===== src/design/icache_way_ram.sv =====
//////////////////////////////////////////////////
// Single way storage RAM
// Registered read, any payload type
//////////////////////////////////////////////////

module icache_way_ram #(
	parameter type entry_t = logic [31:0],
	parameter int DEPTH = 16
) (
	input logic CLK,
	input logic rd_en,
	input logic [$clog2(DEPTH)-1:0] rd_addr,
	input logic wr_en,
	input logic [$clog2(DEPTH)-1:0] wr_addr,
	input entry_t wr_data,
	output entry_t rd_data
);

	entry_t mem [DEPTH];

	always_ff @(posedge CLK) begin
		if (wr_en) begin
			mem[wr_addr] <= wr_data;
		end
	end

	// Read holds its value while rd_en is low
	always_ff @(posedge CLK) begin
		if (rd_en) begin
			// Write-first on an address collision
			if (wr_en && (wr_addr == rd_addr)) begin
				rd_data <= wr_data;
			end else begin
				rd_data <= mem[rd_addr];
			end
		end
	end

endmodule


===== config.mk =====
export PLATFORM = sky130hd
export DESIGN_NAME = icache_way_ram
export DESIGN_NICKNAME = d
export VERILOG_FILES = /design/src/design/icache_way_ram.sv
export SDC_FILE = /design/constraint.sdc
export NUM_CORES = 1
export LEC_CHECK = 0
export BUFFER_PORTS_ARGS = -buffer_cell sky130_fd_sc_hd__buf_2
export CELL_PAD_IN_SITES_DETAIL_PLACEMENT = 0
export CELL_PAD_IN_SITES_GLOBAL_PLACEMENT = 2
export CORE_UTILIZATION = 35
export DETAILED_ROUTE_END_ITERATION = 6
export PLACE_DENSITY_LB_ADDON = 0.1
export SLEW_MARGIN = 30
export SYNTH_ARGS = -nofsm -noshare
export SYNTH_HDL_FRONTEND = slang
export SYNTH_SLANG_ARGS = --single-unit

===== constraint.sdc =====
create_clock -name CLK -period 4.15 [get_ports CLK]
set_input_delay 0.415 -clock CLK [delete_from_list [all_inputs] [get_ports CLK]]
set_output_delay 0.415 -clock CLK [all_outputs]
set_load 0.02 [all_outputs]

# ---- Word level (Yosys, flattened, before mapping)
# Memories as Yosys holds them, arrays and structs flattened. A register that Yosys moved wholly into a read port is not among the register bits.
# Cells that the tools add are included.
# W data, S select, Z words.
dict set report totals {
  regBits 0
  latch_bits 0
  mem_bits_rw 512
  rom_bits 0
  in_bits 43
  out_inout_bits 32
  elab_cells 3
  memories 1
}
dict set report classes {
  n_addsub 0
  mul 0
  div 0
  n_lt_le_gt_ge 0
  n_eq_ne 0
  shift 0
  n_mux 2
  bitwise_logic 0
  reduce_logical 0
}
# memory depth word_bits read_ports rd_clocked_by_memory_dff write_ports line_no
set memory_table {}
lappend memory_table {mem 16 32 1 1 1 19} ;# entry_t mem [DEPTH];
# operator n
set op_table {}
lappend op_table {{$mux W1} 2}

# ---- Logic depth before layout (Yosys ltp)
dict set report depth {
  depth_word 2
  depth_mapped 7
  ltp_nobuf 4
}

# ---- Worst setup path after synthesis
# Ideal clock, no wire load.
dict set report synth_path {
  path_type {input to register}
  startpoint {in wr_addr[2]}
  endpoint {mem mem[0][0] in the netlist's numbering (enable)}
  setup_ns 0.461
  t_arrival_ns 3.133
  required_time_ns 3.689
  slack_ns 0.556
  cell_stages 2
  path_buffers 0
  cell_sequence {or3b_2 > nor3_1}
}
# item line_no
set synth_rtl {}
lappend synth_rtl {{start: declaration} 14} ;# input logic [$clog2(DEPTH)-1:0] wr_addr,
lappend synth_rtl {{end: declaration} 19}
# Straight into the memory's write port.

==> implementation parameters <==
Parameter                              Value

Cells and area
  Final nets    ~1000
  Post-route cell area    ~24000 um^2
  Synth-to-Final Area Change    16.8%
  Share of final-layout standard cells stronger than drive strength 1    0.347
  Fillers    approximately 5200

Run
  Count of max-cap constraint violations    0

Critical path
  Number of cells traversed by the worst register-to-register path    3
  Timing startpoint of the critical path    rd_addr[0]
  Flop-to-flop setup slack    2.32 ns
  Type of the worst setup path    input port to flip-flop
  CP required    around 4.5 ns
  Sort of element at the end of the critical path    flip-flop
  Critical path arrival    2.46 ns
  Reg2reg end    rd_data[30]$_DFFE_PP_
  Maximum fanout along the worst path    50
  CP Capture Point    rd_data[10]$_DFFE_PP_
  Critical register-to-register path startpoint    mem[14][30]$_DFFE_PP_
  Worst setup SP type    input port

STA
  Number of failing setup endpoints in the final timing report    0
  Setup tns final    0 ns
  Final Critical Period    2.11 ns
  Minimum hold slack    a little under 0.2 ns
  Final Hold Vio Count    0
  Final period utilization    0.507
  Max-slew headroom    0.411
  Setup Skew    between 0.009 and 0.01 ns
  Peak Freq    around 470 MHz
  Post-layout worst setup margin    2.04 ns
  RSZ-0062 raised after global routing    no
  Worst slew pin tran    between 0.8 and 0.9 ns
  Max Slew Vio Count    0

Synthesis
  Average size of a mapped cell    roughly 23 um^2
  Post-Synthesis Net Count    about 900
  Flip-flop and latch count after synthesis    544
  Top cell type's share of synthesized area    0.794
  Syn Std Cell Area    just over 20000 um^2
  Synth top area cells    edfxtp_1, mux4_2, a22oi_1
  Cell accounting for the most synthesized area    edfxtp_1
  Number of warnings printed during yosys synthesis    0
  Proportion of synthesized chip area in sequential cells    0.794
  Number of distinct library cells after synthesis    20
  Number of instances in the synthesized netlist    just under 900

Pwr
  Worst voltage drop across the vdd grid    between 0.2 and 0.3 mV
  Leakage    7.61 nW
  Power after layout    0.0118 W
  P per Cell Area    roughly 490 nW/um^2

Clock tree
  Clock Root Buffer    clkbuf_16
  Number of sinks driven by the clock tree    544
  TritonCTS clock tree    yes
  Number of buffers on the longest clock path    3
  Count of hold-fix buffers inserted at cts    0
  Post-CTS resize count    0
  Number of clock buffers inserted by TritonCTS    58
  Clock transition at the registers of the reported paths    0.06 ns
  Clk Latency, worst-skew pair    around 0.61 ns
  Number of buffers inserted by post-CTS setup repair    0
  Max H-tree Level    2

Floorplan
  Die area    roughly 60000 um^2
  Count of standard-cell rows    88
  Starting Density    0.355
  Count of boundary I/O pins    between 70 and 80
  Die Y-Extent    ~240 um
  Core region area    between 50000 and 60000 um^2
  Horizontal die dimension    ~240 um

Route
  Initial detailed-routing violation count    roughly 700
  Routed len/inst    approximately 28 um
  # DRC    0
  Detail Route Antenna Nets    0
  Post-DR vias/cell    approximately 5.2
  Final routed wirelength across all metal layers    between 50000 and 60000 um
  Number of vias in the routed layout    9482
  Count of TritonRoute iterations in the first routing pass    7

Placement
  Pre-CTS setup slack    1.36 ns
  Placed standard-cell area    approximately 22000 um^2
  Number of port buffers    74
  DP Wirelength    ~26000 um
  Routability cong.    a little under 0.7

Global route
  All-Layer GR Usage    0.175
  Number of antenna violations at the first check in global routing    5
  First-pass GRT wire length    about 74000 um
  Vias in the first global route    10400
  Largest net degree at the start of global routing    51
  Global route overflow    0

Hold path
  Tightest Hold Check Type    input port to flip-flop
  Source of the worst hold timing path    wr_data[11]

Status
  Result of the run    finished, final reports clean
==> metrics by stage <==
step                       util  std cells
after global placement    0.384       1705
after floorplan               -        879
after CTS                 0.415       1813
after detailed placement  0.384       1706
after global routing      0.415       1813
final                     0.415       1814
==> cell type report <==
cell class / count / area (um^2) / share of cell area
Antenna cell: 1 / 2.50 / 0.000104
Clock buffer: 78 / 1590 / 0.0662
Clock inverter: 29 / 200 / 0.00833
Multi-Input combinational cell: 287 / 4170 / 0.174
Sequential cell: 544 / 16300 / 0.680
Tap cell: 765 / 957 / 0.0398
Timing Repair Buffer: 110 / 779 / 0.0324
==> kinds of logic after synthesis <==
family / after synthesis / synth area share
XOR/XNOR: 4 / 0.00170
flip-flops: 544 / 0.794
buffers and inverters: 48 / 0.0102
AND/OR/NAND/NOR: 60 / 0.0129
AO/OA/AOI/OAI: 62 / 0.0226
multiplexers: 161 / 0.159
==> placed cells by master, fill, tap and decap left out, types with 4 or more instances in the layout <==
master | netlist | layout
edfxtp_1 | 544 | 544
mux4_2 | 129 | 129
buf_2 | 17 | 71
a22oi_1 | 62 | 62
clkbuf_16 | 0 | 61
nand2_1 | 33 | 33
mux2_2 | 32 | 32
buf_4 | 0 | 28
clkinv_1 | 0 | 19
clkbuf_1 | 26 | 17
nor2_4 | 0 | 13
buf_12 | 0 | 8
clkinv_2 | 0 | 6
nor3_2 | 0 | 4
==> flip-flops by register name, summed over array words and instances (netlist names) <==
name	cells
mem	512
rd_data	32
==> power by group <==
part	switching, W	internal [W]
clock network	0.00206	0.00285
registers	0.0000339	0.00620
logic	0.000389	0.000257
total	0.00249	0.00930
==> worst max-delay path, cell delays in order <==
cell     delay (ns)
buf_8          0.47
buf_4          0.42
mux4_2         0.55
a22oi_1        0.20
nand2_1        0.07
mux2_2         0.26
==> per-layer routing <==
layer / wire length, um / vias up / GRT usage / part of all wire
li1: - / 4014 / - / -
met1: 23900 / 5218 / 0.251 / 0.47
met2: 24100 / 174 / 0.277 / 0.47
met3: 2240 / 70 / 0.0337 / 0.044
met4: 809 / 6 / 0.0393 / 0.016
met5: 43 / - / 0 / 0.00084
==> synth_stat cells <==
cell type / number
edfxtp_1: 544
nor2b_1: 2
nand2_1: 33
nor3_1: 4
nand3_1: 1
buf_6: 1
nand3b_1: 2
buf_1: 4
nand2b_1: 2
mux2_2: 32
and2_0: 1
xor2_1: 3
nor4_2: 1
xnor2_1: 1
nor2_1: 13
a22oi_1: 62
buf_2: 17
clkbuf_1: 26
or3b_2: 1
mux4_2: 129
==> how the worst min path moves through the flow <==
stage | slack [ns] | endpoint | cells past startpoint
5_1_grt | 0.17 | mem[7][24]$_DFFE_PP_ | 1
6_report | 0.20 | mem[6][11]$_DFFE_PP_ | 1
4_1_cts | 0.16 | mem[12][22]$_DFFE_PP_ | 1
3_3_place_gp | 0.81 | mem[10][1]$_DFFE_PP_ | 1
2_1_floorplan | 0.51 | mem[0][0]$_DFFE_PP_ | 0
3_5_place_dp | 0.82 | mem[10][1]$_DFFE_PP_ | 1
(Power assumes the default switching activity.)
