$ cat src/design/icache_settings.svh
//////////////////////////////////////////////////
// Instruction cache size settings
// Address, beat, way, set and line dimensions
//////////////////////////////////////////////////

`ifndef ICACHE_SETTINGS_SVH
`define ICACHE_SETTINGS_SVH

// Fetch and memory address width
`define ICACHE_ADDR_W 32
// One memory beat, also one fetch response
`define ICACHE_BEAT_W 64
// Associativity
`define ICACHE_WAYS 2
// Sets per way
`define ICACHE_SETS 16
// Beats per line, 32 bytes in all
`define ICACHE_LINE_BEATS 4

`endif

$ cat src/design/icache_pkg.sv
//////////////////////////////////////////////////
// Instruction cache types
// Address fields, way vectors and FSM states
//////////////////////////////////////////////////

`include "icache_settings.svh"

package icache_pkg;

	// Field widths of a fetch address
	localparam int BYTE_OFF_W = $clog2(`ICACHE_BEAT_W / 8);
	localparam int OFFSET_W = $clog2(`ICACHE_LINE_BEATS);
	localparam int INDEX_W = $clog2(`ICACHE_SETS);
	localparam int TAG_W = `ICACHE_ADDR_W - INDEX_W - OFFSET_W - BYTE_OFF_W;
	localparam int WAY_W = $clog2(`ICACHE_WAYS);

	typedef logic [`ICACHE_ADDR_W-1:0] addr_t;
	typedef logic [`ICACHE_BEAT_W-1:0] beat_t;
	typedef logic [OFFSET_W-1:0] offset_t;
	typedef logic [INDEX_W-1:0] index_t;
	typedef logic [TAG_W-1:0] tag_t;
	typedef logic [`ICACHE_WAYS-1:0] way_vec_t;
	// Index in the upper bits, beat offset below
	typedef logic [INDEX_W+OFFSET_W-1:0] data_addr_t;

	typedef enum logic [2:0] {
		st_idle,
		st_lookup,
		st_refill_req,
		st_refill_data,
		st_fence
	} ctrl_state_t;

endpackage

$ cat src/design/icache_hit_detect.sv
//////////////////////////////////////////////////
// Hit detection
// Valid bits, tag compare and hit beat select
//////////////////////////////////////////////////

`include "icache_settings.svh"

module icache_hit_detect (
	input logic CLK,
	input logic reset,
	input icache_pkg::addr_t lookup_addr,
	input icache_pkg::tag_t tag_rd [`ICACHE_WAYS],
	input icache_pkg::beat_t data_rd [`ICACHE_WAYS],
	input icache_pkg::way_vec_t fill_valid,
	input logic flush,
	output icache_pkg::way_vec_t hit,
	output icache_pkg::way_vec_t valid_set,
	output icache_pkg::beat_t hit_data
);
	import icache_pkg::*;

	way_vec_t valid_q [`ICACHE_SETS];
	index_t lookup_index;
	tag_t lookup_tag;

	assign lookup_index = lookup_addr[BYTE_OFF_W+OFFSET_W +: INDEX_W];
	assign lookup_tag = lookup_addr[`ICACHE_ADDR_W-1 -: TAG_W];
	// Valid bits of the set under lookup
	assign valid_set = valid_q[lookup_index];

	always_ff @(posedge CLK) begin
		if (reset || flush) begin
			for (int s = 0; s < `ICACHE_SETS; s++) begin
				valid_q[s] <= '0;
			end
		end else begin
			// Set at the last refill beat
			valid_q[lookup_index] <= valid_q[lookup_index] | fill_valid;
		end
	end

	always_comb begin
		hit_data = '0;
		for (int w = 0; w < `ICACHE_WAYS; w++) begin
			hit[w] = valid_set[w] & (tag_rd[w] == lookup_tag);
			if (hit[w]) begin
				hit_data = data_rd[w];
			end
		end
	end

	// A line is only ever filled into one way
	hit_unique: assert property (@(posedge CLK) disable iff (reset)
		$onehot0(hit));

endmodule

$ cat config.mk
export PLATFORM = sky130hd
export DESIGN_NAME = icache_hit_detect
export DESIGN_NICKNAME = d
export VERILOG_FILES = /design/src/design/icache_pkg.sv /design/src/design/icache_hit_detect.sv
export VERILOG_INCLUDE_DIRS = /design/src /design/src/design
export SDC_FILE = /design/constraint.sdc
export NUM_CORES = 1
export LEC_CHECK = 0
export BUFFER_PORTS_ARGS = -buffer_cell sky130_fd_sc_hd__buf_4
export CORE_ASPECT_RATIO = 0.8
export CORE_MARGIN = 8
export CORE_UTILIZATION = 37
export CTS_CLUSTER_DIAMETER = 80
export CTS_CLUSTER_SIZE = 24
export DETAILED_ROUTE_END_ITERATION = 10
export HOLD_SLACK_MARGIN = 0.03
export PLACE_DENSITY = 0.85
export SLEW_MARGIN = 5
export SYNTH_ARGS = -nofsm -noshare
export SYNTH_HDL_FRONTEND = slang
export SYNTH_SLANG_ARGS = --single-unit
$ cat constraint.sdc
create_clock -name CLK -period 2 [get_ports CLK]
set_clock_uncertainty 0.05 [all_clocks]
set_input_delay 0.2 -clock CLK [delete_from_list [all_inputs] [get_ports CLK]]
set_output_delay 0.2 -clock CLK [all_outputs]
set_load 0.05 [all_outputs]
==> Word level (Yosys, flattened, before mapping) <==
Memories as Yosys holds them, arrays and structs flattened.
Cells that the tools add are included.
Widths: inputs -> output; s select.
{ "totals": {"ff_bits": 0, "latch_bits": 0, "ram_bits": 32, "mem_bits_ro": 0, "input_bits": 211, "out_inout_bits": 68, "n_memories": 1} }
{ "memory_table": {"columns": ["memory", "depth", "word_bits", "rd", "rd_clocked_by_memory_dff", "wr", "line_no", "source"], "rows": [
  ["valid_q", 16, 2, 1, 0, 16, "icache_hit_detect.sv:22", "way_vec_t valid_q [`ICACHE_SETS];"]
]} }
{ "op_classes": {"n_addsub": 0, "multipliers": 0, "n_div": 0, "magnitude_cmp": 0, "n_eq_ne": 2, "shift": 0, "mux": 8, "n_bitwise": 3, "reduce_logical": 2} }
{ "op_table": {"columns": ["cell", "count"], "rows": [
  ["$mux 64", 2],
  ["$eq 23x23->1", 2],
  ["$mux 1", 4],
  ["$mux 4", 1],
  ["$and 1x1->1", 2],
  ["$mux 2", 1],
  ["$or 2x2->2", 1],
  ["$reduce_or 2->1", 1],
  ["$logic_or 1x1->1", 1]
]} }

==> Depth between registers and ports, before layout <==
{ "depth": {"depth_word": 4, "mapped_depth": 8} }

==> Least setup slack after synthesis <==
OpenSTA, ideal clock, no wires.
{ "synth_path": {"kind": "in2out", "from": "in lookup_addr[5]", "to": "out hit_data[14]", "arrival_ns": 2.712, "slack_ns": -0.962, "stages": 8, "path_cell_list": "buf_6 -> mux4_2 -> a22oi_2 -> nand3_2 -> nand4_2 -> buf_12 -> buf_12 -> mux2i_1"} }
{ "synth_between": {"word_cells_on_any_way": 5} }
{ "synth_lines": {"columns": ["element", "line_no", "source"], "rows": [
  ["from (decl)", "icache_hit_detect.sv:11", "input icache_pkg::addr_t lookup_addr,"],
  ["$mem_v2 16x2", null, null],
  ["via valid_set[1]", "icache_hit_detect.sv:17", "output icache_pkg::way_vec_t valid_set,"],
  ["$and 1x1->1", "icache_hit_detect.sv:45", "hit[w] = valid_set[w] & (tag_rd[w] == lookup_tag);"],
  ["$mux 64", "icache_hit_detect.sv:46", "if (hit[w]) begin"],
  ["to (decl)", "icache_hit_detect.sv:18", "output icache_pkg::beat_t hit_data"]
]} }
The timed path passes the listed nets, and every way through them passes these cells.

==> Worst setup path after layout <==
{ "layout_path": {"from": "mem valid_q[3][1] (netlist bit)", "to": "out hit_data[49]"} }
{ "layout_between": {"elab_chain_cells": 3} }
{ "layout_rtl": {"columns": ["element", "line_no"], "rows": [
  ["from (decl)", "icache_hit_detect.sv:22"],
  ["$mem_v2 16x2", null],
  ["$and 1x1->1", "icache_hit_detect.sv:45"],
  ["$mux 64", "icache_hit_detect.sv:46"]
]} }
Every way passes these cells.

==> run summary <==
total power draw: 2.54 mW
static leakage: 3.38 nW
commonest cells after routing, fill and taps aside: buf_4 (232), buf_6 (77), nand4_1 (72)
Synth warnings: 0
Largest Register: valid_q
maxcap violations: 0
drc violations: 0
post-cts hold buffer count: 0
synth unique cells: 31
TritonRoute pass-1 iters: 4
ANT cells: 0
largest net degree at the start of global routing: 45
routed wl met3: 1.47 mm
Layout Area Growth over Synthesis: 110%
Setup WS post-layout: -0.656 ns
Largest regs: valid_q (32)
Setup crit end kind: output pin
Hold Fails Final Rpt: 0
initial antenna violation count: 0
Final setup viols: 100
layout cells sized above 1: 59.9%
hold_ws: 0.311 ns
# rows: 32
synthesized area: 3610 sq um
Slew @ Worst Pin: 0.668 ns
status: complete, but fails checks
Synth Instances: 414
CTS tree: done
Final Wtd Congestion: 0.893
All-Layer GR Usage: 25.9%
Clock Latency Late Sink: 0.28 ns
CP Cell Sequence: mux4_2 > a22oi_2 > nand3_4 > nand4_4 > buf_16 > mux2i_4 > buf_6
area share of the leading cell type in the synthesized netlist: 26.6%
die width: 126 um
Crit path largest cell delay: 0.49 ns
post-route ant nets: 0
Top Layer Used: met4
RSZ-0062 raised after global routing: true
Bufs on Longest Clock Path: 2
Die Area: 13,200 sq um
worst setup path class: flip-flop to output pin
final cell count without fillers: 834
drt wl/cell: 21.6 um
DRT met1 WL: 6.33 mm
post-route minimum period: 2.66 ns
fmax: 0.376 GHz
Synth area leader: edfxtp_1
I/O Buffers: 273
Num CTS Buffers: 5
clk root buf: clkbuf_16
GR Overflow Total: 0
post-route clock period utilization: 133%
Yosys reg bits: 32
hold crit path type: primary input to flip-flop
failing checks: negative setup slack
H-tree Lvls: 2
Clock transition at path regs: 0.05 ns
fin nets: 925
synth top area cells: edfxtp_1 (27%), mux2i_1 (18%), nand4_1 (12%), xnor2_1 (9.2%), inv_1 (6.7%)
Die H: 104 um
placed instance count: 815
CP max stage cell: mux4_2
I/O pins: 279
startpoint types: flip-flop
most common cell after layout, fill and taps aside: buf_4
Initial DRC Count: 195
CP Data Required Time: 1.75 ns
clock sinks: 32
Arr. time, crit path: 2.41 ns
power density over the cells: 335 nW/um^2
vias per cell: 5.39
Core ar.: 9570 sq um
area of the multi-input gates: 3040 sq um
register area share after synthesis: 26.6%
Max Slew Vio Count: 0
vias after detailed routing: 4,499
Initial Util: 37.7%
HPWL reported at the end of detailed placement: 13.8 mm
Net Count, Synth: 625
Worst VDD drop: 0.275 mV
Post-Route WL: 18.0 mm
Rel. slew slack: 55.1%
number of global-route vias before repair: 5,072
average size of a mapped cell: 8.71 sq um
max reg flops: 32
global-route wire length before repair: 26.8 mm
worst-path maximum fanout: 21
FF/Latch Area: 961 sq um
filler cell count: 601
metal2 WL: 9.59 mm
[where the power goes]
group	leakage [nW]	switching [mW]	total, mW	internal [mW]
Sequential	0.358	0.0107	0.782	0.771
Combinational	2.94	0.392	0.899	0.507
Clock	0.0808	0.272	0.857	0.585
Total	3.38	0.675	2.54	1.86
[cell type report]
type,count,area share (%)
sequential,32,12.7
tap,119,1.97
timing repair buffer,328,39.8
multi-input combinational,282,40.1
clock buffer,6,1.70
clock inverter,2,0.463
inverter,65,3.22
[per-stage QoR]
stage | util, % | worst slack (ns) | setup TNS, ns | area (sq um)
after floorplan | - | -0.470 | -29.21 | 4430
after global placement | 70.8 | -0.399 | -30.04 | 6770
after detailed placement | 70.8 | -0.454 | -33.57 | 6770
after CTS | 77.3 | -0.675 | -44.23 | 7390
after global routing | 79.1 | -0.724 | -52.63 | 7570
final | 79.1 | -0.656 | -46.91 | 7570
[worst max-delay path, delay by kind of cell, from the launching register on]
kind	cells	cell delay, ns
AND/OR/NAND/NOR	2	0.23
multiplexers	2	0.79
buffers and inverters	2	0.45
flip-flops	1	0.38
AO/OA/AOI/OAI	1	0.22
[path summary, 6_finish.rpt]
path	from	end	slack [ns]	cells after the start
max	valid_q[3][1]	hit_data[49]	-0.66	7
min	fill_valid[0]	valid_q[2][0]	0.31	3
max reg2reg	valid_q[3][0]	valid_q[6][0]	-0.27	7
min reg2reg	valid_q[8][0]	valid_q[4][0]	1.24	7
[routing by layer]
layer / vias up / GRT usage [%]
met5: - / 0
met4: 0 / 12.3
met3: 50 / 6.35
met2: 259 / 48.5
met1: 2108 / 26.5
li1: 2082 / -
[cells by family (layout without fill, tap and decap cells)]
| logic type | Yosys count | in the layout | share of synthesized area, % |
|---|---|---|---|
| buffers and inverters | 100 | 401 | 13.9 |
| AOI/OAI and AO/OA | 26 | 26 | 4.44 |
| muxes | 72 | 72 | 22.8 |
| and+or+nand+nor | 138 | 138 | 21.1 |
| xor gates and xnor gates | 46 | 46 | 11.2 |
| DFF | 32 | 32 | 26.6 |
[Yosys cell counts]
cell type / n
nand4_1: 72
inv_1: 64
mux2i_1: 64
xnor2_1: 38
nor2_1: 36
edfxtp_1: 32
o21ai_0: 19
clkbuf_1: 16
mux4_2: 8
xor2_1: 8
nand2_1: 7
buf_12: 6
buf_1: 5
nand3_1: 5
buf_2: 4
nand2b_1: 4
nor4_1: 4
nor2b_1: 3
o21ai_2: 3
buf_4: 2
buf_6: 2
nand3_2: 2
or2_2: 2
a22oi_1: 1
a22oi_2: 1
and3_1: 1
inv_2: 1
nand4_2: 1
nor3_1: 1
o21bai_1: 1
o21bai_2: 1
[what timing repair did]
item                       4_1_cts  5_1_grt
resized for setup               90       27
pin swaps                        8       11
buffers inserted                 2        5
setup endpoints to repair      100      100
gates cloned                     3        2
No activity file was read; power rests on OpenSTA's default activity.
