File: src/design/icache_settings.svh
//////////////////////////////////////////////////
// Instruction cache size settings
// Address, beat, way, set and line dimensions
//////////////////////////////////////////////////

`ifndef ICACHE_SETTINGS_SVH
`define ICACHE_SETTINGS_SVH

// Fetch and memory address width
`define ICACHE_ADDR_W 32
// One memory beat, also one fetch response
`define ICACHE_BEAT_W 64
// Associativity
`define ICACHE_WAYS 2
// Sets per way
`define ICACHE_SETS 16
// Beats per line, 32 bytes in all
`define ICACHE_LINE_BEATS 4

`endif

File: src/design/icache_pkg.sv
//////////////////////////////////////////////////
// Instruction cache types
// Address fields, way vectors and FSM states
//////////////////////////////////////////////////

`include "icache_settings.svh"

package icache_pkg;

	// Field widths of a fetch address
	localparam int BYTE_OFF_W = $clog2(`ICACHE_BEAT_W / 8);
	localparam int OFFSET_W = $clog2(`ICACHE_LINE_BEATS);
	localparam int INDEX_W = $clog2(`ICACHE_SETS);
	localparam int TAG_W = `ICACHE_ADDR_W - INDEX_W - OFFSET_W - BYTE_OFF_W;
	localparam int WAY_W = $clog2(`ICACHE_WAYS);

	typedef logic [`ICACHE_ADDR_W-1:0] addr_t;
	typedef logic [`ICACHE_BEAT_W-1:0] beat_t;
	typedef logic [OFFSET_W-1:0] offset_t;
	typedef logic [INDEX_W-1:0] index_t;
	typedef logic [TAG_W-1:0] tag_t;
	typedef logic [`ICACHE_WAYS-1:0] way_vec_t;
	// Index in the upper bits, beat offset below
	typedef logic [INDEX_W+OFFSET_W-1:0] data_addr_t;

	typedef enum logic [2:0] {
		st_idle,
		st_lookup,
		st_refill_req,
		st_refill_data,
		st_fence
	} ctrl_state_t;

endpackage

File: src/design/icache_ctrl.sv
//////////////////////////////////////////////////
// Instruction cache controller
// Request accept, lookup, miss burst and refill,
// fence handling and fetch response valid
//////////////////////////////////////////////////

module icache_ctrl (
	input logic CLK,
	input logic reset,
	input logic ifu_req_valid,
	output logic ifu_req_ready,
	output logic ifu_rsp_valid,
	input logic ifu_rsp_ready,
	input logic fence,
	output logic mem_ar_valid,
	input logic mem_ar_ready,
	input logic mem_r_valid,
	output logic mem_r_ready,
	input logic mem_r_last,
	input icache_pkg::way_vec_t hit,
	input icache_pkg::way_vec_t victim,
	output logic lookup_en,
	output icache_pkg::way_vec_t refill_we,
	output icache_pkg::offset_t refill_offset,
	output icache_pkg::way_vec_t fill_valid,
	output logic flush
);
	import icache_pkg::*;

	ctrl_state_t state;
	ctrl_state_t state_nxt;
	logic fence_pend;
	logic rsp_valid_q;
	way_vec_t victim_q;
	offset_t beat_cnt;
	logic req_fire;
	logic ar_fire;
	logic r_fire;
	logic r_done;
	logic lookup_miss;

	assign req_fire = ifu_req_valid & ifu_req_ready;
	assign ar_fire = mem_ar_valid & mem_ar_ready;
	assign r_fire = mem_r_valid & mem_r_ready;
	assign r_done = r_fire & mem_r_last;
	assign lookup_miss = (state == st_lookup) & ~(|hit);

	// Accept only when idle and the previous response leaves this cycle
	assign ifu_req_ready = (state == st_idle) & ~fence_pend & (~rsp_valid_q | ifu_rsp_ready);
	assign ifu_rsp_valid = rsp_valid_q;
	assign mem_ar_valid = (state == st_refill_req);
	// Memory is never stalled during a refill
	assign mem_r_ready = (state == st_refill_data);
	// RAM read on a new request, and again right after the last beat
	assign lookup_en = req_fire | r_done;
	assign refill_we = r_fire ? victim_q : '0;
	assign refill_offset = beat_cnt;
	assign fill_valid = r_done ? victim_q : '0;
	assign flush = (state == st_fence);

	always_comb begin
		state_nxt = state;
		case (state)
			st_idle: begin
				if (req_fire) begin
					state_nxt = st_lookup;
				end else if (fence_pend & ~rsp_valid_q) begin
					// Nothing in flight so the clear is safe
					state_nxt = st_fence;
				end
			end
			st_lookup: begin
				state_nxt = (|hit) ? st_idle : st_refill_req;
			end
			st_refill_req: begin
				if (ar_fire) begin
					state_nxt = st_refill_data;
				end
			end
			st_refill_data: begin
				// Second lookup that now hits
				if (r_done) begin
					state_nxt = st_lookup;
				end
			end
			st_fence: begin
				state_nxt = st_idle;
			end
			default: begin
				state_nxt = st_idle;
			end
		endcase
	end

	always_ff @(posedge CLK) begin
		if (reset) begin
			state <= st_idle;
			fence_pend <= 1'b0;
			rsp_valid_q <= 1'b0;
			victim_q <= '0;
			beat_cnt <= '0;
		end else begin
			state <= state_nxt;
			if (state == st_fence) begin
				fence_pend <= 1'b0;
			end
			// A new pulse wins over the clear
			if (fence) begin
				fence_pend <= 1'b1;
			end
			rsp_valid_q <= ((state == st_lookup) & (|hit)) | (rsp_valid_q & ~ifu_rsp_ready);
			// Victim fixed for the whole burst
			if (lookup_miss) begin
				victim_q <= victim;
				beat_cnt <= '0;
			end
			if (r_fire) begin
				beat_cnt <= beat_cnt + 1'b1;
			end
		end
	end

	// The lookup right after the last beat finds the new line
	refill_hit: assert property (@(posedge CLK) disable iff (reset)
		r_done |=> (|hit));

	// Refill goes to a single way
	we_onehot: assert property (@(posedge CLK) disable iff (reset)
		$onehot0(refill_we));

endmodule

File: config.mk
export PLATFORM = sky130hd
export DESIGN_NAME = icache_ctrl
export DESIGN_NICKNAME = d
export VERILOG_FILES = /design/src/design/icache_pkg.sv /design/src/design/icache_ctrl.sv
export VERILOG_INCLUDE_DIRS = /design/src /design/src/design
export SDC_FILE = /design/constraint.sdc
export NUM_CORES = 1
export LEC_CHECK = 0
export BUFFER_PORTS_ARGS = -buffer_cell sky130_fd_sc_hd__clkbuf_2
export CORE_UTILIZATION = 30
export CTS_CLUSTER_DIAMETER = 40
export DETAILED_ROUTE_END_ITERATION = 10
export GPL_ROUTABILITY_DRIVEN = 1
export PLACE_DENSITY = 0.64
export SETUP_SLACK_MARGIN = 0.05
export SLEW_MARGIN = 0
export SYNTH_ARGS = -nofsm -noshare
export SYNTH_HDL_FRONTEND = slang
export SYNTH_SLANG_ARGS = --single-unit
File: constraint.sdc
create_clock -name CLK -period 1.09 [get_ports CLK]
set_input_delay 0.0545 -clock CLK [delete_from_list [all_inputs] [get_ports CLK]]
set_output_delay 0.0545 -clock CLK [all_outputs]
set_load 0.03 [all_outputs]
# Word level (Yosys, flattened, before mapping)
# Index checks and enable logic that the tools add are counted.
# totals
reg_bits,9
elab_cells,47
# classes
n_addsub,1
eq_ne,7
n_mux,12
bitwise_logic,17
reduce_logical,5
# op_table
operator,count
$mux W3,4
$pmux W3 S4,1
$and A1 B1 Y1,10
$mux W2,5
$eq A3 B2 Y1 const B,2
$ne A2 B1 Y1 const B,2
$not A1 Y1,4
$reduce_bool A2 Y1,2
$eq A3 B1 Y1 const B,1
$eq A3 B3 Y1 const B,1
$logic_not A3 Y1,1
$ne A3 B2 Y1 const B,1
$or A1 B1 Y1,3
$reduce_and A3 Y1,1
$add A2 B1 Y2 const B,1
$mux W1,2
$reduce_or A2 Y1,1

# Logic depth before layout (Yosys ltp)
# Gate-level depths: netlist of the first run.
# logic_depth
word_depth,6
ltp_mapped,4
ltp_nobuf,4

# Least setup slack after synthesis of the first run
# Ideal clock, no wire load.
# synth_timing
path_kind,register to output
startpoint,reg state[0]
endpoint,out lookup_en
arrival_time_ns,1.671
t_required_ns,1.036
slack_ns,-0.636
stages_incl_launch_ff,4
n_path_buf,1
path_cell_list,dfxtp_1 buf_6 or3_2 o31ai_1
# synth_via
elab_chain_cells,5
# synth_rtl
item,line_no,source
start: declaration,icache_ctrl.sv:30,ctrl_state_t state;
start signal: assignment,icache_ctrl.sv:97,state <= st_idle;
start signal: assignment,icache_ctrl.sv:103,state <= state_nxt;
$logic_not A3 Y1,icache_ctrl.sv:49,assign ifu_req_ready = (state == st_idle) & ~fence_pend & (~rsp_valid_q | ifu_rsp_ready);
$and A1 B1 Y1 (2 in a row),icache_ctrl.sv:49,
$and A1 B1 Y1,icache_ctrl.sv:42,assign req_fire = ifu_req_valid & ifu_req_ready;
$or A1 B1 Y1 *,icache_ctrl.sv:55,assign lookup_en = req_fire | r_done;
end: declaration,icache_ctrl.sv:22,"output logic lookup_en,"
# Mark *: on every way between the ends. The rest lies on a longest branch, timed or not.

# Final worst setup path of the first run
# Ends and elaborated chain as after synthesis.

==> metrics.yaml, run 1 <==
place:
  place_inst: 110
  dpl_worst_slack_ps: -159.4
  place_congestion: 0.7385
  io_buffer_count: 23
  dp_hpwl_mm: 1.033
  placed_cell_area_um2: 797.0
cts:
  clkSlewWorstSetupHoldPaths_ps: 70
  cts_tree: "built"
  clkLatencyLatePin_ps: 260
  numCtsBuffers: 3
  h-tree-depth: 1
  cts_root_buf: "clkbuf_4"
  cts_sinks: 9
  clockBufferDepth: 2
synth:
  yosysWarnings: 0
  ys_async_sr_fraction_pct: 0
  avgSynthCellArea_um2: 8.369
  ys_ff_latch: 9
  synth_ff_type: "dfxtp_1"
  synth-edff-count: 0
  synth_cell_type_count: 32
  synth.cell_area_um2: 510.5
  syn_nets: 73
  synthCells: 61
  ys_seq_area_share_pct: 35.29
hold_path:
  hp-class: "in2reg"
die:
  start_util_pct: 33.12
  num_io_pins: 24
  fp.coreArea_mm2: 0.001541
  die_area_mm2: 0.001871
  die_h_um: 43.25
  die_x_um: 43.25
  row_count: 14
layout:
  final_common_cell: "clkbuf_2"
  drive_gt1_share_pct: 77.27
  final_util_pct: 73.05
  syn_to_final_growth_pct: 120.6
  final_nets: 123
  num_antenna_cells: 0
  final_cells: 126
  final_area_mm2: 0.001126
  final_cell_mix: "clkbuf_2 (14), buf_6 (13), buf_4 (11)"
sta:
  rsz0062_at_grt: "yes"
  clock.fmax_mhz: 691.3
  hold_viol_final: 0
  final_max_slew_viol_count: 0
  slew_headroom_pct: 79.53
  fin_tns_setup_ps: -3869
  final.min_clock_period_ps: 1447
  setup_viol: 17
  fin_ws_ps: -356.6
  worstMarginPinSlew_ps: 306.0
  fin_worst_skew_ps: 6.850
  holdWs_ps: 32.68
  post-route-period-util_pct: 132.7
global_routing:
  grt_overflow_total: 0
  grt_pass1_vias: 578
  track_usage_pct: 18.92
  grt_max_degree: 11
  antenna_found_initial: 0
  grt_first_pass_wirelength_mm: 2.566
power:
  p_sw_uw: 322.7
  combPwrFrac_pct: 37.8
  finalPower_uw: 996.3
  vdd_drop_max_v: 0.0007894
  cellPowerDensity_mw_per_mm2: 884.7
  netSwitchingFraction_pct: 32.39
  pwr-share-seq_pct: 36.2
  intPower_uw: 673.6
  p_clk_share_pct: 26.0
  leakagePower_nw: 0.5180
routing:
  drt_iter0_markers: 3
  firstDrtPassIters: 4
  ant_nets: 0
  wirelength_mm: 1.741
  drc: 0
  detail_route.wl_per_cell_um: 13.82
  vias_per_cell: 4.984
  vias: 628
worst_setup_path:
  cp.required_ps: 1040
  end_kind: "output port"
  cp-start-kind: "flop"
  cp_data_arrival_time_ps: 1390
  crit_fanout: 3
  path_class: "reg2out"
outcome:
  status: "complete, but fails checks"
  violations: "negative setup slack"
job:
  drv_cap: 0
-- state kept, by name, summed over array words and instances, names as in the netlist --
register,cells
ifu_rsp_valid,1
victim_q,2
refill_offset,2
state,3
fence_pend,1
-- cell usage after synthesis (2+ instances only) --
library cell | count | area share (%)
nand2b_1 | 2 | 2.5
inv_1 | 3 | 2.2
dfxtp_1 | 9 | 35
nand2_1 | 3 | 2.2
and3_1 | 2 | 2.5
mux2i_1 | 2 | 3.9
a21oi_1 | 2 | 2.0
and2_1 | 2 | 2.5
nand3_1 | 4 | 3.9
nor3_1 | 4 | 3.9
nor2_1 | 7 | 5.1
-- power groups by stage --
stage / Clock [mW] / Combinational [mW] / Sequential, mW
after CTS: 0.266 / 0.350 / 0.361
after detailed placement: 0 / 0.263 / 0.372
after global placement: 0 / 0.260 / 0.372
after floorplan: 0 / 0.170 / 0.372
after global routing: 0.283 / 0.402 / 0.363
final: 0.259 / 0.376 / 0.361
-- worst max-delay path, cell delays in order, from the launching register on --
cell,delay (ps)
dfxtp_4,360
or3_4,400
o31ai_4,180
clkbuf_8,190
-- logic make-up (layout without fill, tap and decap cells) --
kind of cell,Yosys count,in the layout,synth area share [%]
AO/OA/AOI/OAI,10,10,15.69
multiplexers,2,2,3.922
AND/OR/NAND/NOR,35,35,39.96
buffers and inverters,5,54,5.146
flip-flops,9,9,35.29
-- path summary, 6_finish.rpt --
kind | start | to | slack [ps] | depth (start not counted)
setup reg to reg | state[1] | state[1] | -270 | 5
hold / removal | fence | fence_pend | 30 | 2
hold reg to reg | refill_offset[1] | refill_offset[1] | 510 | 1
setup / recovery | state[0] | lookup_en | -360 | 3
-- cell type report --
class	instances	area, µm²
inverters	3	11.26
multi-input cells	47	446.7
well taps	16	20.02
flip-flops and latches	9	190.2
repair buffers	47	430.4
clock inverters	1	5.005
fillers	106	415.4
clock buffers	3	22.52
-- routing by layer --
layer	routed length [µm]	GRT usage [%]
met5	0	0
met4	38	9.091
met3	54	2.553
met2	949	31.04
met1	700	24.03
-- repair_timing --
action | in CTS | in global routing
setup endpoints to repair | 17 | 17
hold buffers | 0 | 0
buffers inserted | 6 | 6
pin swaps | 15 | 4
gates resized for setup | 35 | 19
hold endpoints to repair | 0 | 0
Power figures use the tool's default switching activity.
==> run 2: changes to the inputs <==
--- a/config.mk
+++ b/config.mk
@@ -6,12 +6,12 @@
 export SDC_FILE = /design/constraint.sdc
 export NUM_CORES = 1
 export LEC_CHECK = 0
-export BUFFER_PORTS_ARGS = -buffer_cell sky130_fd_sc_hd__clkbuf_2
-export CORE_UTILIZATION = 30
+export CORE_UTILIZATION = 33
 export CTS_CLUSTER_DIAMETER = 40
 export DETAILED_ROUTE_END_ITERATION = 10
+export DONT_BUFFER_PORTS = 1
 export GPL_ROUTABILITY_DRIVEN = 1
-export PLACE_DENSITY = 0.64
+export PLACE_DENSITY = 0.54
 export SETUP_SLACK_MARGIN = 0.05
 export SLEW_MARGIN = 0
 export SYNTH_ARGS = -nofsm -noshare
==> metrics.yaml, run 2 (same netlist as run 1, synthesis figures left out) <==
cts:
  clockBufferDepth: 2  # unchanged
  h-tree-depth: 1  # unchanged
  numCtsBuffers: 3  # unchanged
  clkLatencyLatePin_ps: 260  # about the same
  cts_root_buf: "clkbuf_4"
  cts_sinks: 9  # unchanged
  cts_tree: "built"
  clkSlewWorstSetupHoldPaths_ps: 60  # about the same
global_routing:
  track_usage_pct: 19.53  # +0.61 points
  grt_max_degree: 13  # +2
  grt_first_pass_wirelength_mm: 2.042  # -20%
  grt_pass1_vias: 481  # -17%
  antenna_found_initial: 0  # unchanged
  grt_overflow_total: 0  # unchanged
routing:
  met3WireLength_um: 93  # +72%
  vias: 569  # -9.4%
  ant_nets: 0  # unchanged
  drc: 0  # unchanged
  vias_per_cell: 5.368  # +7.7%
  highest_layer: "met4"
  wirelength_mm: 1.447  # -17%
  drt_iter0_markers: 11  # +8
  detail_route.wl_per_cell_um: 13.65  # -1.2%
  firstDrtPassIters: 4  # unchanged
  wl_met1_um: 628  # -10%
  wl_met2_um: 682  # -28%
hold_path:
  hp-start: "mem_ar_ready"
  holdPathStages: 3  # +1
  hp-class: "in2reg"
worst_setup_path:
  cp_data_arrival_time_ps: 1390  # about the same
  critical_path_buf_inv_count: 1  # unchanged
  slowest_stage: "or3_4"
  end_kind: "output port"
  cp-start-kind: "flop"
  cp-startpoint: "state[1]"
  ff2ff_path_depth: 5  # unchanged
  path_delay_family: "simple AND/OR/NAND/NOR gates"
  critPathMaxStageDelay_ps: 420  # +20 ps
  cp_num_cells: 3  # unchanged
  worstReg2RegStart: "state[1]"
  crit_fanout: 6  # +3
  path_cells: "or3_4 > o31ai_4 > buf_6"
  path_class: "reg2out"
  cp.required_ps: 1040  # about the same
sta:
  post-route-period-util_pct: 132.8  # +0.13 points
  final_max_slew_viol_count: 0  # unchanged
  hold_viol_final: 0  # unchanged
  fin_ws_ps: -358.0  # -1.465 ps
  slew_headroom_pct: 73.16  # -6.4 points
  worstMarginPinSlew_ps: 401.2  # +95.25 ps
  rsz0062_at_grt: "yes"
  clock.fmax_mhz: 690.6  # -0.10%
  setup_viol: 16  # -1
  fin_tns_setup_ps: -2826  # +1043 ps
  final.min_clock_period_ps: 1448  # +1.465 ps
  fin_worst_skew_ps: 5.336  # -1.514 ps
layout:
  final_cell_mix: "buf_4 (17), nor2_1 (6), buf_6 (6)"
  final_common_cell: "buf_4"
  largest_reg_flops: 3  # unchanged
  drive_gt1_share_pct: 61.54  # -16 points
  syn_to_final_growth_pct: 84.80
  final_nets: 104  # -15%
  regMostFlops: "state"
  num_antenna_cells: 0  # unchanged
  fillers: 113  # +6.6%
die:
  start_util_pct: 37.36  # +4.2 points
  fp.coreArea_mm2: 0.001366  # -11%
  die_x_um: 41.33  # -4.4%
  die_area_mm2: 0.001708  # -8.7%
  row_count: 13  # -1
  num_io_pins: 24  # unchanged
  die_h_um: 41.33  # -4.4%
power:
  finalPower_uw: 993.6  # -0.27%
  vdd_drop_max_v: 0.0008133  # +3.0%
  cellPowerDensity_mw_per_mm2: 1053  # +19%
  leakagePower_nw: 0.4052  # -22%
place:
  place_congestion: 0.8078  # +9.4%
  io_buffer_count: 0  # -100%
  dp_hpwl_um: 934.7  # -9.6%
outcome:
  violations: "negative setup slack"
  status: "complete, but fails checks"
job:
  drv_cap: 0  # unchanged
## run 2: cell types whose count changed in the layout (fill, tap and decap cells not counted), sizes merged
cell / before / now
dlygate4sd3: 0 / 4
buf: 30 / 24
clkbuf: 20 / 4
clkinv: 1 / 0
## run 2: cell type report
class                      instances  area [µm²]  area share (%)
tap                               15       18.77           1.989
inverter                           3       11.26           1.194
timing repair buffer              28       255.2           27.06
multi-input combinational         47       436.7           46.29
sequential                         9       195.2           20.69
clock buffer                       4       26.28           2.785
## run 2: timing repair
action                     in CTS  in global routing
hold endpoints to repair        9                  0
buffers inserted                2                  4
pin swaps                       1                  7
hold buffers                    4                  0
resized for setup               8                 16
cloned                          0                  0
setup endpoints to repair      17                 18
## run 2: worst min-delay path: stages
cell      delay [ps]
nand2b_4          30
nand3_2           80
a311oi_1          70
## run 2: final timing paths
check,to,slack (ps)
worst max register to register,refill_offset[1],-180
worst max-delay path,lookup_en,-360
worst min register to register,refill_offset[0],500
worst min-delay path,state[1],20
## run 2: metrics by stage
stage	utilization, %	hold WS, ps	setup slack (ps)	area, µm²	cells
floorplan	-	196.4	-120.8	586.8	61
global placement	54.03	120.3	-147.6	738.2	92
detailed placement	54.03	119.6	-161.1	738.2	92
CTS	61.90	46.93	-355.3	845.8	102
global route	69.05	27.61	-403.8	943.4	106
finish	69.05	15.84	-358.0	943.4	106
## run 2: power breakdown
group | internal [mW] | total [mW] | switching (mW) | leakage, nW
logic | 0.205 | 0.369 | 0.164 | 0.314
registers | 0.342 | 0.362 | 0.0203 | 0.0762
clock network | 0.141 | 0.262 | 0.121 | 0.0150
## run 2: routing by layer
metal / up-vias / GRT usage [%]
met5: - / 0
met2: 23 / 30.47
li1: 278 / -
met4: 0 / 14.52
met1: 264 / 24.01
met3: 4 / 3.191
