`src/design/icache_settings.svh`:
```
//////////////////////////////////////////////////
// Instruction cache size settings
// Address, beat, way, set and line dimensions
//////////////////////////////////////////////////

`ifndef ICACHE_SETTINGS_SVH
`define ICACHE_SETTINGS_SVH

// Fetch and memory address width
`define ICACHE_ADDR_W 32
// One memory beat, also one fetch response
`define ICACHE_BEAT_W 64
// Associativity
`define ICACHE_WAYS 2
// Sets per way
`define ICACHE_SETS 16
// Beats per line, 32 bytes in all
`define ICACHE_LINE_BEATS 4

`endif

```
`src/design/icache_pkg.sv`:
```
//////////////////////////////////////////////////
// Instruction cache types
// Address fields, way vectors and FSM states
//////////////////////////////////////////////////

`include "icache_settings.svh"

package icache_pkg;

	// Field widths of a fetch address
	localparam int BYTE_OFF_W = $clog2(`ICACHE_BEAT_W / 8);
	localparam int OFFSET_W = $clog2(`ICACHE_LINE_BEATS);
	localparam int INDEX_W = $clog2(`ICACHE_SETS);
	localparam int TAG_W = `ICACHE_ADDR_W - INDEX_W - OFFSET_W - BYTE_OFF_W;
	localparam int WAY_W = $clog2(`ICACHE_WAYS);

	typedef logic [`ICACHE_ADDR_W-1:0] addr_t;
	typedef logic [`ICACHE_BEAT_W-1:0] beat_t;
	typedef logic [OFFSET_W-1:0] offset_t;
	typedef logic [INDEX_W-1:0] index_t;
	typedef logic [TAG_W-1:0] tag_t;
	typedef logic [`ICACHE_WAYS-1:0] way_vec_t;
	// Index in the upper bits, beat offset below
	typedef logic [INDEX_W+OFFSET_W-1:0] data_addr_t;

	typedef enum logic [2:0] {
		st_idle,
		st_lookup,
		st_refill_req,
		st_refill_data,
		st_fence
	} ctrl_state_t;

endpackage

```
`src/design/icache_victim_sel.sv`:
```
//////////////////////////////////////////////////
// Replacement way select
// Lowest invalid way, else LFSR pick
//////////////////////////////////////////////////

`include "icache_settings.svh"

module icache_victim_sel (
	input logic CLK,
	input logic reset,
	input icache_pkg::way_vec_t valid_set,
	output icache_pkg::way_vec_t victim
);
	import icache_pkg::*;

	logic [15:0] lfsr;
	logic free_found;

	// Fibonacci form, taps 16 14 13 11
	always_ff @(posedge CLK) begin
		if (reset) begin
			lfsr <= 16'hace1;
		end else begin
			lfsr <= {lfsr[14:0], lfsr[15] ^ lfsr[13] ^ lfsr[12] ^ lfsr[10]};
		end
	end

	always_comb begin
		victim = '0;
		free_found = 1'b0;
		// Lowest numbered free way first
		for (int w = 0; w < `ICACHE_WAYS; w++) begin
			if (!valid_set[w] && !free_found) begin
				victim[w] = 1'b1;
				free_found = 1'b1;
			end
		end
		// Set full
		if (!free_found) begin
			victim[lfsr[WAY_W-1:0]] = 1'b1;
		end
	end

endmodule

```
`config.mk`:
```
export PLATFORM = sky130hd
export DESIGN_NAME = icache_victim_sel
export DESIGN_NICKNAME = d
export VERILOG_FILES = /design/src/design/icache_pkg.sv /design/src/design/icache_victim_sel.sv
export VERILOG_INCLUDE_DIRS = /design/src /design/src/design
export SDC_FILE = /design/constraint.sdc
export NUM_CORES = 1
export LEC_CHECK = 0
export ABC_AREA = 1
export BUFFER_PORTS_ARGS = -buffer_cell sky130_fd_sc_hd__buf_2
export CORE_AREA = 5 5 42 44
export DETAILED_ROUTE_END_ITERATION = 10
export DIE_AREA = 0 0 47 49
export GPL_ROUTABILITY_DRIVEN = 0
export GPL_TIMING_DRIVEN = 0
export RECOVER_POWER = 25
export REMOVE_ABC_BUFFERS = 1
export SYNTH_ARGS = -nofsm -noshare
export SYNTH_HDL_FRONTEND = slang
export SYNTH_SLANG_ARGS = --single-unit
```
`constraint.sdc`:
```
create_clock -name CLK -period 0.95 [get_ports CLK]
set_clock_uncertainty 0.1 [all_clocks]
set_input_delay 0.095 -clock CLK [delete_from_list [all_inputs] [get_ports CLK]]
set_output_delay 0.095 -clock CLK [all_outputs]
set_load 0.01 [all_outputs]
```
== Word-level counts from Yosys, hierarchy flattened ==
Index checks and enable logic that the tools add are counted.
Storage, ports and cells
  register bits: 16
  bits in read-only memories: 0
  input bits: 4
  logic and storage cells: 16
  bits in latches: 0
  RAM bits: 0
  memories kept: 0
  output and inout port bits: 2
Cells by class
  bitwise logic cells: 4
  muxes and demuxes: 6
  div/mod/pow operators: 0
  reductions and logical operators: 3
  $add $sub $neg: 0
  shift-type cells: 0
  multiply operators: 0
  $lt $le $gt $ge: 2
  eq/ne operators: 0
Operators by type and width (count)
  2-to-1 mux 1 bit: 4
  XOR 1 bit: 3
  logical AND 1 bit: 2
  < comparator 1 x 2 -> 1 bit (second input constant): 1
  2-to-1 mux 2 bit: 1
  OR 2 bit: 1
  demux 1 bit (select 1 bit): 1
  >= comparator 1 bit (second input constant): 1
  zero test 1 bit: 1

== Depth between registers and ports, before layout ==
Gate-level depths: netlist (run 1).
  depth after elaboration: 6
  mapped depth: 5
  depth with buffers taken out: 5

== Least setup slack after synthesis (run 1) ==
No wires, ideal clock.
  kind: reg2reg
  from: reg lfsr[10]
  to: reg lfsr[0]
  stages on the path, launching flop included: 6
  library setup time: 0.120 ns
  clock period less this slack: 0.800 ns
  buffers on the path: 0
  required time: 0.730 ns
  data arrival time: 0.580 ns
  path slack: 0.150 ns
  cells stage by stage: dfxtp_1 inv_1 nand2_1 nand2_1 nand2_1 nand3_1
On the way
  longest elaborated chain between the ends: 1
Ends and longest elaborated chain
  start, declared: line icache_victim_sel.sv:16  | logic [15:0] lfsr;
  start signal, assigned: line icache_victim_sel.sv:24  | lfsr <= {lfsr[14:0], lfsr[15] ^ lfsr[13] ^ lfsr[12] ^ lfsr[10]};
  XOR 1 bit: line icache_victim_sel.sv:24
No other way between the ends.
A chain may end at the register's enable or synchronous reset.

== Worst setup path in the final report (run 1) ==
  from: reg lfsr[0]
  to: out victim[1]
On the way
  longest elaborated chain between the ends: 6
  elaborated cells on any way between the ends: 7
  classes of those cells: 2 x order compare; 3 x mux; 1 x bitwise; 1 x reduce/logical
Ends and longest elaborated chain
  < comparator 1 x 2 -> 1 bit (implied by the code) / >= comparator 1 bit (equally long branches): line icache_victim_sel.sv:40  | victim[lfsr[WAY_W-1:0]] = 1'b1;
  logical AND 1 bit (implied by the code): line icache_victim_sel.sv:40
  2-to-1 mux 1 bit (implied by the code): line icache_victim_sel.sv:40
  demux 1 bit (select 1 bit) *: line icache_victim_sel.sv:40
  OR 2 bit (no source line) *
  2-to-1 mux 2 bit *: line icache_victim_sel.sv:39  | if (!free_found) begin
  end, declared: line icache_victim_sel.sv:12  | output icache_pkg::way_vec_t victim
Every way passes the cells marked *; elsewhere a longest branch is shown, timed or not.

==> results of run 1 <==
-- logic make-up after synthesis --
family	after synthesis
buffers and inverters	14
DFF	16
and+or+nand+nor	32
-- cell usage in the layout, fill, tap and decap left out, types with 2 or more instances in the layout --
master    instances
dfxtp_2           4
inv_1            11
nor2_1            8
nand2_1          16
clkbuf_4          3
nand2_2           2
or2_2             4
dfxtp_1          12
inv_2             2
buf_2             4
-- metrics by stage --
step,setup TNS (ns),util,worst slack [ns]
after floorplan,0,-,0.150
after global placement,0,0.391,0.0838
after detailed placement,0,0.391,0.0779
after CTS,-0.305,0.413,-0.167
after global routing,-0.388,0.424,-0.205
final,-0.256,0.424,-0.134
-- worst max-delay path, stage by stage, from the launching register on --
cell	delay, ns
dfxtp_2	0.32
inv_2	0.05
nand2_2	0.04
nand2_2	0.07
inv_2	0.03
buf_6	0.11
-- power breakdown --
| part | internal, W | switching, W |
|---|---|---|
| Clock | 0.000146 | 0.000170 |
| Combinational | 0.0000490 | 0.0000563 |
| Sequential | 0.000716 | 0.0000146 |
| Total | 0.000912 | 0.000241 |
-- layout make-up --
cell class,count,area (um2)
Timing Repair Buffer,6,38.8
Inverter,13,48.8
Fill cell,151,807
Sequential cell,16,325
Tap cell,16,20.0
Clock buffer,3,22.5
Multi-Input combinational cell,32,139
-- routing by layer --
layer  track usage  vias up  part of all wire
li1              -      192                 -
met1        0.0940      155              0.47
met2        0.0928        4              0.48
met3        0.0332        0             0.044
met4        0.0276        0                 0
met5             0        -                 0
-- path summary, 6_finish.rpt --
| kind | from | end | slack (ns) | depth (start not counted) |
|---|---|---|---|---|
| worst max-delay path | lfsr[0] | victim[1] | -0.13 | 5 |
| worst min-delay path | reset | lfsr[12] | 0.04 | 2 |
| worst max register to register | lfsr[10] | lfsr[0] | 0.09 | 5 |
| worst min register to register | lfsr[11] | lfsr[12] | 0.31 | 2 |
-- what timing repair did --
action | 4_1_cts | 5_1_grt
buffers inserted | 1 | 0
gates resized for setup | 0 | 9
pin swaps | 0 | 1
gates cloned | 0 | 0
endpoints found under the setup margin | 2 | 3
==> qor.csv, run 1 <==
metric;value;unit
hold_buffers;0;
synth.area.mux_share;0;
die_area;2300;um2
clk_pin_slew;0.08;ns
antenna_cells;0;
root_buffer;clkbuf_4;
clock_latency;0.27;ns
grt_pass1_vias;294;
slew_headroom;0.861;
synth_cell_types;8;
dr.pass1.iters;4;
top_register;lfsr;
ys_ff_latch;16;
dr.first_iter.drc_count;8;
largest_reg_flops;16;
top_regs;lfsr (16);
cp_max_fo;2;
yosysSeqAreaShare;0.623;
synth-edff-count;0;
io-pin-count;6;
synth_fa_ha_area_frac;0;
grt_max_degree;15;
report.final.slew_viol_count;0;
dp.cells;82;
synth.most_common_cell;nand2_1;
yosys-top-cells-area;dfxtp_1, nand2_1, inv_1, nor2_1, or2_2;
fin_crit;1.08;ns
synthArstFlopShare;0;
min_period_over_period;1.14;
initial_core_util;0.367;
clkSinkCount;16;
rsz0062_at_grt;yes;
cts_buffers;3;
setup_viol_count_final;2;
final_nets;76;
syn_to_final_growth;15.6;%
ys_warn_count;0;
drive_gt1_frac;0.300;
hold_ws;0.0376;ns
power.total;0.00115;W
max-cap-violations;0;
postRouteAntennaNets;0;
drcViolationCount;0;
end_kind;output pin;
placed_cell_area;548;um2
clock_path_buffers;2;
crit_type;register to output pin;
cts_tree;done;
die_h;49;um
grt_pass1_wl;1160;um
critPathLaunchType;register;
grt-ovfl-total;0;
numPortBuffers;5;
setup_ws;-0.134;ns
worstPathArrival;0.89;ns
fmax;923;MHz
coreArea;1400;um2
yosysTopAreaCellShare;0.623;
vias;351;
vdd_drop_max;0.826;mV
hold_viol;0;
total_leakage_power;0.323;nW
status;finished with violations;
drt-total-wl;641;um
syn_inst;62;
synth_simple_gate_area_frac;0.260;
synth_compound_area_frac;0;
worst_pin_slew;0.208;ns
die_w;47;um
syn_area;514;um2
wl_per_cell;7.45;um
synthFlopType;dfxtp_1;
synth_largest_area_cell;dfxtp_1;
htree_levels;1;
core.rowCount;14;
synth_top_family_by_area;simple AND/OR/NAND/NOR gates;
dp_hpwl;481;um
syn_avg_cell_area;8.29;um2
fin_area;594;um2
globalRouteTotalUtil;0.0694;
synth_common_cells;nand2_1, dfxtp_1, inv_1;
antenna_found_initial;0;
instances_no_fill;86;
failed_checks;negative setup slack;
synth_xor_area_frac;0;
required;0.75;ns
viasPerCell;4.08;
power_density;1940;nW/um2
hp-class;primary input to register;
Power figures use the tool's default switching activity.
==> run 2: changes to the inputs <==
BUFFER_PORTS_ARGS = -buffer_cell sky130_fd_sc_hd__buf_4   (was -buffer_cell sky130_fd_sc_hd__buf_2)
CORE_AREA = default   (was 5 5 42 44)
CORE_MARGIN = 5   (was default)
CORE_UTILIZATION = 30   (was default)
DIE_AREA = default   (was 0 0 47 49)
==> qor.csv, run 2 (same netlist as run 1, synthesis figures left out) <==
metric;value;unit;change
status;finished with violations;;unchanged
failed_checks;negative setup slack;;unchanged
postRouteAntennaNets;0;;unchanged
top_register;lfsr;;unchanged
wl_met2;369;um;was 309 um
utilization;0.387;;was 0.424
coreArea;1670;um2;was 1400 um2
top_layer;met3;;unchanged
fmax;903;MHz;was 923 MHz
io-pin-count;6;;unchanged
max-cap-violations;0;;unchanged
worst_pin_slew;0.302;ns;was 0.208 ns
critPathLaunch;lfsr[0];;unchanged
antenna_cells;0;;unchanged
largest_reg_flops;16;;unchanged
root_buffer;clkbuf_4;;unchanged
final_nets;79;;was 76
core.rowCount;15;;was 14
syn_to_final_growth;25.8;%;was 15.6%
nFillCells;163;;was 151
globalRouteTotalUtil;0.0639;;was 0.0694
slew_headroom;0.798;;was 0.861
setup_viol_count_final;2;;unchanged
htree_levels;1;;unchanged
vdd_drop_max;0.933;mV;was 0.826 mV
multi_input_area;139;um2;unchanged
setup_tns;-0.295;ns;was -0.256 ns
wl_met3;17;um;was 28 um
clk_pin_slew;0.09;ns;was 0.08 ns
cts_buffers;3;;unchanged
critPathLaunchType;register;;unchanged
clock_latency;0.28;ns;was 0.27 ns
initial_core_util;0.308;;was 0.367
worstPathArrival;0.91;ns;was 0.89 ns
cp_max_fo;2;;unchanged
die_w;51.4;um;was 47 um
grt_pass1_vias;319;;was 294
drive_gt1_frac;0.284;;was 0.300
setup_ws;-0.157;ns;was -0.134 ns
final_cell_mix;nand2_1, dfxtp_1, inv_1, nor2_1, buf_4;;was nand2_1, dfxtp_1, inv_1, nor2_1
dr.first_iter.drc_count;3;;was 8
total_leakage_power;0.356;nW;was 0.323 nW
dp_hpwl;476;um;was 481 um
die_h;51.4;um;was 49 um
clkSinkCount;16;;unchanged
die_area;2640;um2;was 2300 um2
vias;357;;was 351
drcViolationCount;0;;unchanged
drt-total-wl;754;um;was 641 um
viasPerCell;3.92;;was 4.08
layout.area.seq;323;um2;was 325 um2
top_regs;lfsr (16);;unchanged
rsz0062_at_grt;yes;;unchanged
antenna_found_initial;0;;unchanged
end_kind;output pin;;unchanged
drt-met1-wl;366;um;was 304 um
cts_tree;done;;unchanged
fin_crit;1.11;ns;was 1.08 ns
final_common_cell;nand2_1;;unchanged
dr.pass1.iters;2;;was 4
hold_viol;0;;unchanged
clock_path_buffers;2;;unchanged
reg2reg_from;lfsr[10];;unchanged
crit_type;register to output pin;;unchanged
grt_pass1_wl;1240;um;was 1160 um
min_period_over_period;1.17;;was 1.14
report.final.slew_viol_count;0;;unchanged
power_density;2000;nW/um2;was 1940 nW/um2
required;0.75;ns;about the same
grt-ovfl-total;0;;unchanged
numPortBuffers;5;;unchanged
holdCritStartpoint;reset;;unchanged
wl_per_cell;8.29;um;was 7.45 um
hp-class;primary input to register;;unchanged
grt_max_degree;10;;was 15
run 2: worst paths after layout:
| check | end | slack [ns] | cells past startpoint |
|---|---|---|---|
| setup / recovery | victim[1] | -0.16 | 5 |
| hold / removal | lfsr[6] | 0.23 | 3 |
| setup reg to reg | lfsr[0] | 0.09 | 5 |
| hold reg to reg | lfsr[8] | 0.31 | 2 |
run 2: critical path: stages (launching register included):
cell	delay [ns]
dfxtp_2	0.33
inv_2	0.05
nand2_2	0.05
nand2_2	0.06
inv_2	0.04
buf_6	0.11
run 2: stage by stage:
step | hold WS [ns] | power, W | setup slack (ns) | std cells | cell area, um2
6_report | 0.229 | 0.00129 | -0.157 | 91 | 647
2_1_floorplan | 0.0662 | 0.000803 | 0.150 | 61 | 503
3_5_place_dp | 0.266 | 0.000842 | 0.106 | 83 | 562
3_3_place_gp | 0.264 | 0.000839 | 0.0991 | 83 | 562
5_1_grt | 0.276 | 0.00136 | -0.206 | 91 | 647
4_1_cts | 0.311 | 0.00129 | -0.189 | 90 | 629
run 2: layout make-up:
| class | instances | area share |
|---|---|---|
| Tap cell | 17 | 0.0329 |
| Multi-Input combinational cell | 32 | 0.215 |
| Sequential cell | 16 | 0.499 |
| Inverter | 13 | 0.0754 |
| Timing Repair Buffer | 9 | 0.122 |
| Clock buffer | 4 | 0.0561 |
run 2: power by group:
part / total [W] / switching (W) / internal [W]
Sequential: 0.000731 / 0.0000157 / 0.000715
Combinational: 0.000126 / 0.0000606 / 0.0000656
Clock: 0.000437 / 0.000204 / 0.000233
run 2: routing by layer:
layer	up-vias	GRT usage
met4	0	0.0393
met1	158	0.0842
met3	0	0.0175
met2	2	0.0911
met5	-	0
li1	197	-
run 2: what timing repair did:
action | CTS | global route
gates resized for setup | 1 | 7
pin swaps | 1 | 1
setup buffers | 1 | 1
endpoints found under the hold margin | 8 | 8
hold buffers | 2 | 1
setup endpoints to repair | 2 | 18
==> run 3: changes to the inputs <==
CTS_BUF_LIST = sky130_fd_sc_hd__clkbuf_2   (was default)
SLEW_MARGIN = 20   (was default)
==> qor.csv, run 3 (same netlist as run 1, synthesis figures left out) <==
metric;value;unit;change
final_nets;77;;was 79
cp_max_fo;2;;unchanged
drcViolationCount;0;;unchanged
fin_crit;1.13;ns;was 1.11 ns
power.total;0.00114;W;was 0.00129 W
crit_buf_inv;3;;unchanged
hold_ws;0.211;ns;was 0.229 ns
utilization;0.368;;was 0.387
clock_latency;0.28;ns;about the same
cpLargestDelayFamily;flip-flops;;unchanged
numPortBuffers;5;;unchanged
multi_input_area;139;um2;unchanged
worstPathArrival;0.93;ns;was 0.91 ns
die_h;51.4;um;unchanged
setup_viol_count_final;2;;unchanged
postCtsSetupRepairBufs;0;;was 1
end_kind;output pin;;unchanged
min_period_over_period;1.19;;was 1.17
dp_hpwl;476;um;unchanged
htree_levels;1;;unchanged
crit_slowest_cell;dfxtp_2;;unchanged
power_density;1850;nW/um2;was 2000 nW/um2
required;0.75;ns;about the same
grt-ovfl-total;0;;unchanged
clock_path_buffers;2;;unchanged
antenna_found_initial;0;;unchanged
syn_to_final_growth;19.5;%;was 25.8%
clkSinkCount;16;;unchanged
cts_tree;done;;unchanged
final_common_cell;nand2_1;;unchanged
top_register;lfsr;;unchanged
worst-path-stages;5;;unchanged
root_buffer;clkbuf_2;;was clkbuf_4
worst_pin_slew;0.295;ns;was 0.302 ns
vdd_drop_max;0.891;mV;was 0.933 mV
globalRouteTotalUtil;0.0633;;was 0.0639
placed_cell_area;562;um2;unchanged
total_leakage_power;0.339;nW;was 0.356 nW
cts_buffers;3;;unchanged
postRouteAntennaNets;0;;unchanged
rsz0062_at_grt;yes;;unchanged
rr_worst_depth;5;;unchanged
grt_pass1_wl;1230;um;was 1240 um
crit_type;register to output pin;;unchanged
drt-total-wl;740;um;was 754 um
hp-class;primary input to register;;unchanged
die_area;2640;um2;unchanged
fin_area;614;um2;was 647 um2
antenna_cells;0;;unchanged
initial_core_util;0.308;;unchanged
nFillCells;175;;was 163
max_stage_delay;0.35;ns;was 0.33 ns
slew_headroom;0.803;;was 0.798
dr.pass1.iters;2;;unchanged
status;finished with violations;;unchanged
critPathLaunchType;register;;unchanged
fmax;886;MHz;was 903 MHz
grt_pass1_vias;324;;was 319
viasPerCell;3.99;;was 3.92
failed_checks;negative setup slack;;unchanged
layout.area.seq;323;um2;unchanged
wl_per_cell;8.31;um;was 8.29 um
whs_path_depth;3;;unchanged
dr.first_iter.drc_count;1;;was 3
top_regs;lfsr (16);;unchanged
path_cells;inv_2, nand2_2, nand2_2, inv_2, buf_6;;unchanged
hold_viol;0;;unchanged
die_w;51.4;um;unchanged
setup_ws;-0.178;ns;was -0.157 ns
grt_max_degree;10;;unchanged
largest_reg_flops;16;;unchanged
report.final.slew_viol_count;0;;unchanged
final_cell_mix;nand2_1, dfxtp_1, inv_1, nor2_1;;was nand2_1, dfxtp_1, inv_1, nor2_1, buf_4
clk_pin_slew;0.15;ns;was 0.09 ns
io-pin-count;6;;unchanged
vias;355;;was 357
core.rowCount;15;;unchanged
coreArea;1670;um2;unchanged
max-cap-violations;0;;unchanged
drive_gt1_frac;0.250;;was 0.284
run 3: changes by cell type in the layout (fill, tap and decap cells not counted), sizes merged:
cell    previous run  this run
buf                7         5
clkbuf             4         3
clkinv             0         1
run 3: final cells by class:
type                       instances  area share
timing repair buffer               7       0.104
tap                               17      0.0346
clock inverter                     1     0.00611
inverter                          13      0.0794
clock buffer                       3      0.0244
sequential                        16       0.525
multi-input combinational         32       0.226
run 3: worst paths after layout:
kind         slack (ns)  startpoint         to
max               -0.18     lfsr[0]  victim[1]
min                0.21       reset    lfsr[6]
max reg2reg        0.09    lfsr[10]    lfsr[0]
min reg2reg        0.31     lfsr[7]    lfsr[8]
run 3: timing repair:
action,4_1_cts,5_1_grt
hold buffers,2,0
hold endpoints to repair,8,0
resized for setup,1,7
setup endpoints to repair,2,8
pin swaps,2,2
run 3: layer usage:
layer  global-route usage  wire length, um  vias to the layer above
li1                     -                -                      193
met1               0.0806              355                      158
met2               0.0932              364                        4
met3               0.0175               20                        0
met4               0.0393                0                        0
met5                    0                0                        -
run 3: stage by stage:
| step | setup TNS [ns] | cells | worst slack, ns |
|---|---|---|---|
| floorplan | 0 | 61 | 0.150 |
| global placement | 0 | 83 | 0.0991 |
| detailed placement | 0 | 83 | 0.106 |
| CTS | -0.890 | 89 | -0.229 |
| global route | -0.481 | 89 | -0.253 |
| finish | -0.335 | 89 | -0.178 |
run 3: where the power goes:
part           internal, W  switching (W)
Sequential        0.000716      0.0000156
Combinational    0.0000552      0.0000575
Clock            0.0000915       0.000203
Total             0.000863       0.000276
run 3: worst min-delay path, delay by kind of cell:
kind	cells	cell delay [ns]
and+or+nand+nor	1	0.13
buffers and inverters	2	0.34
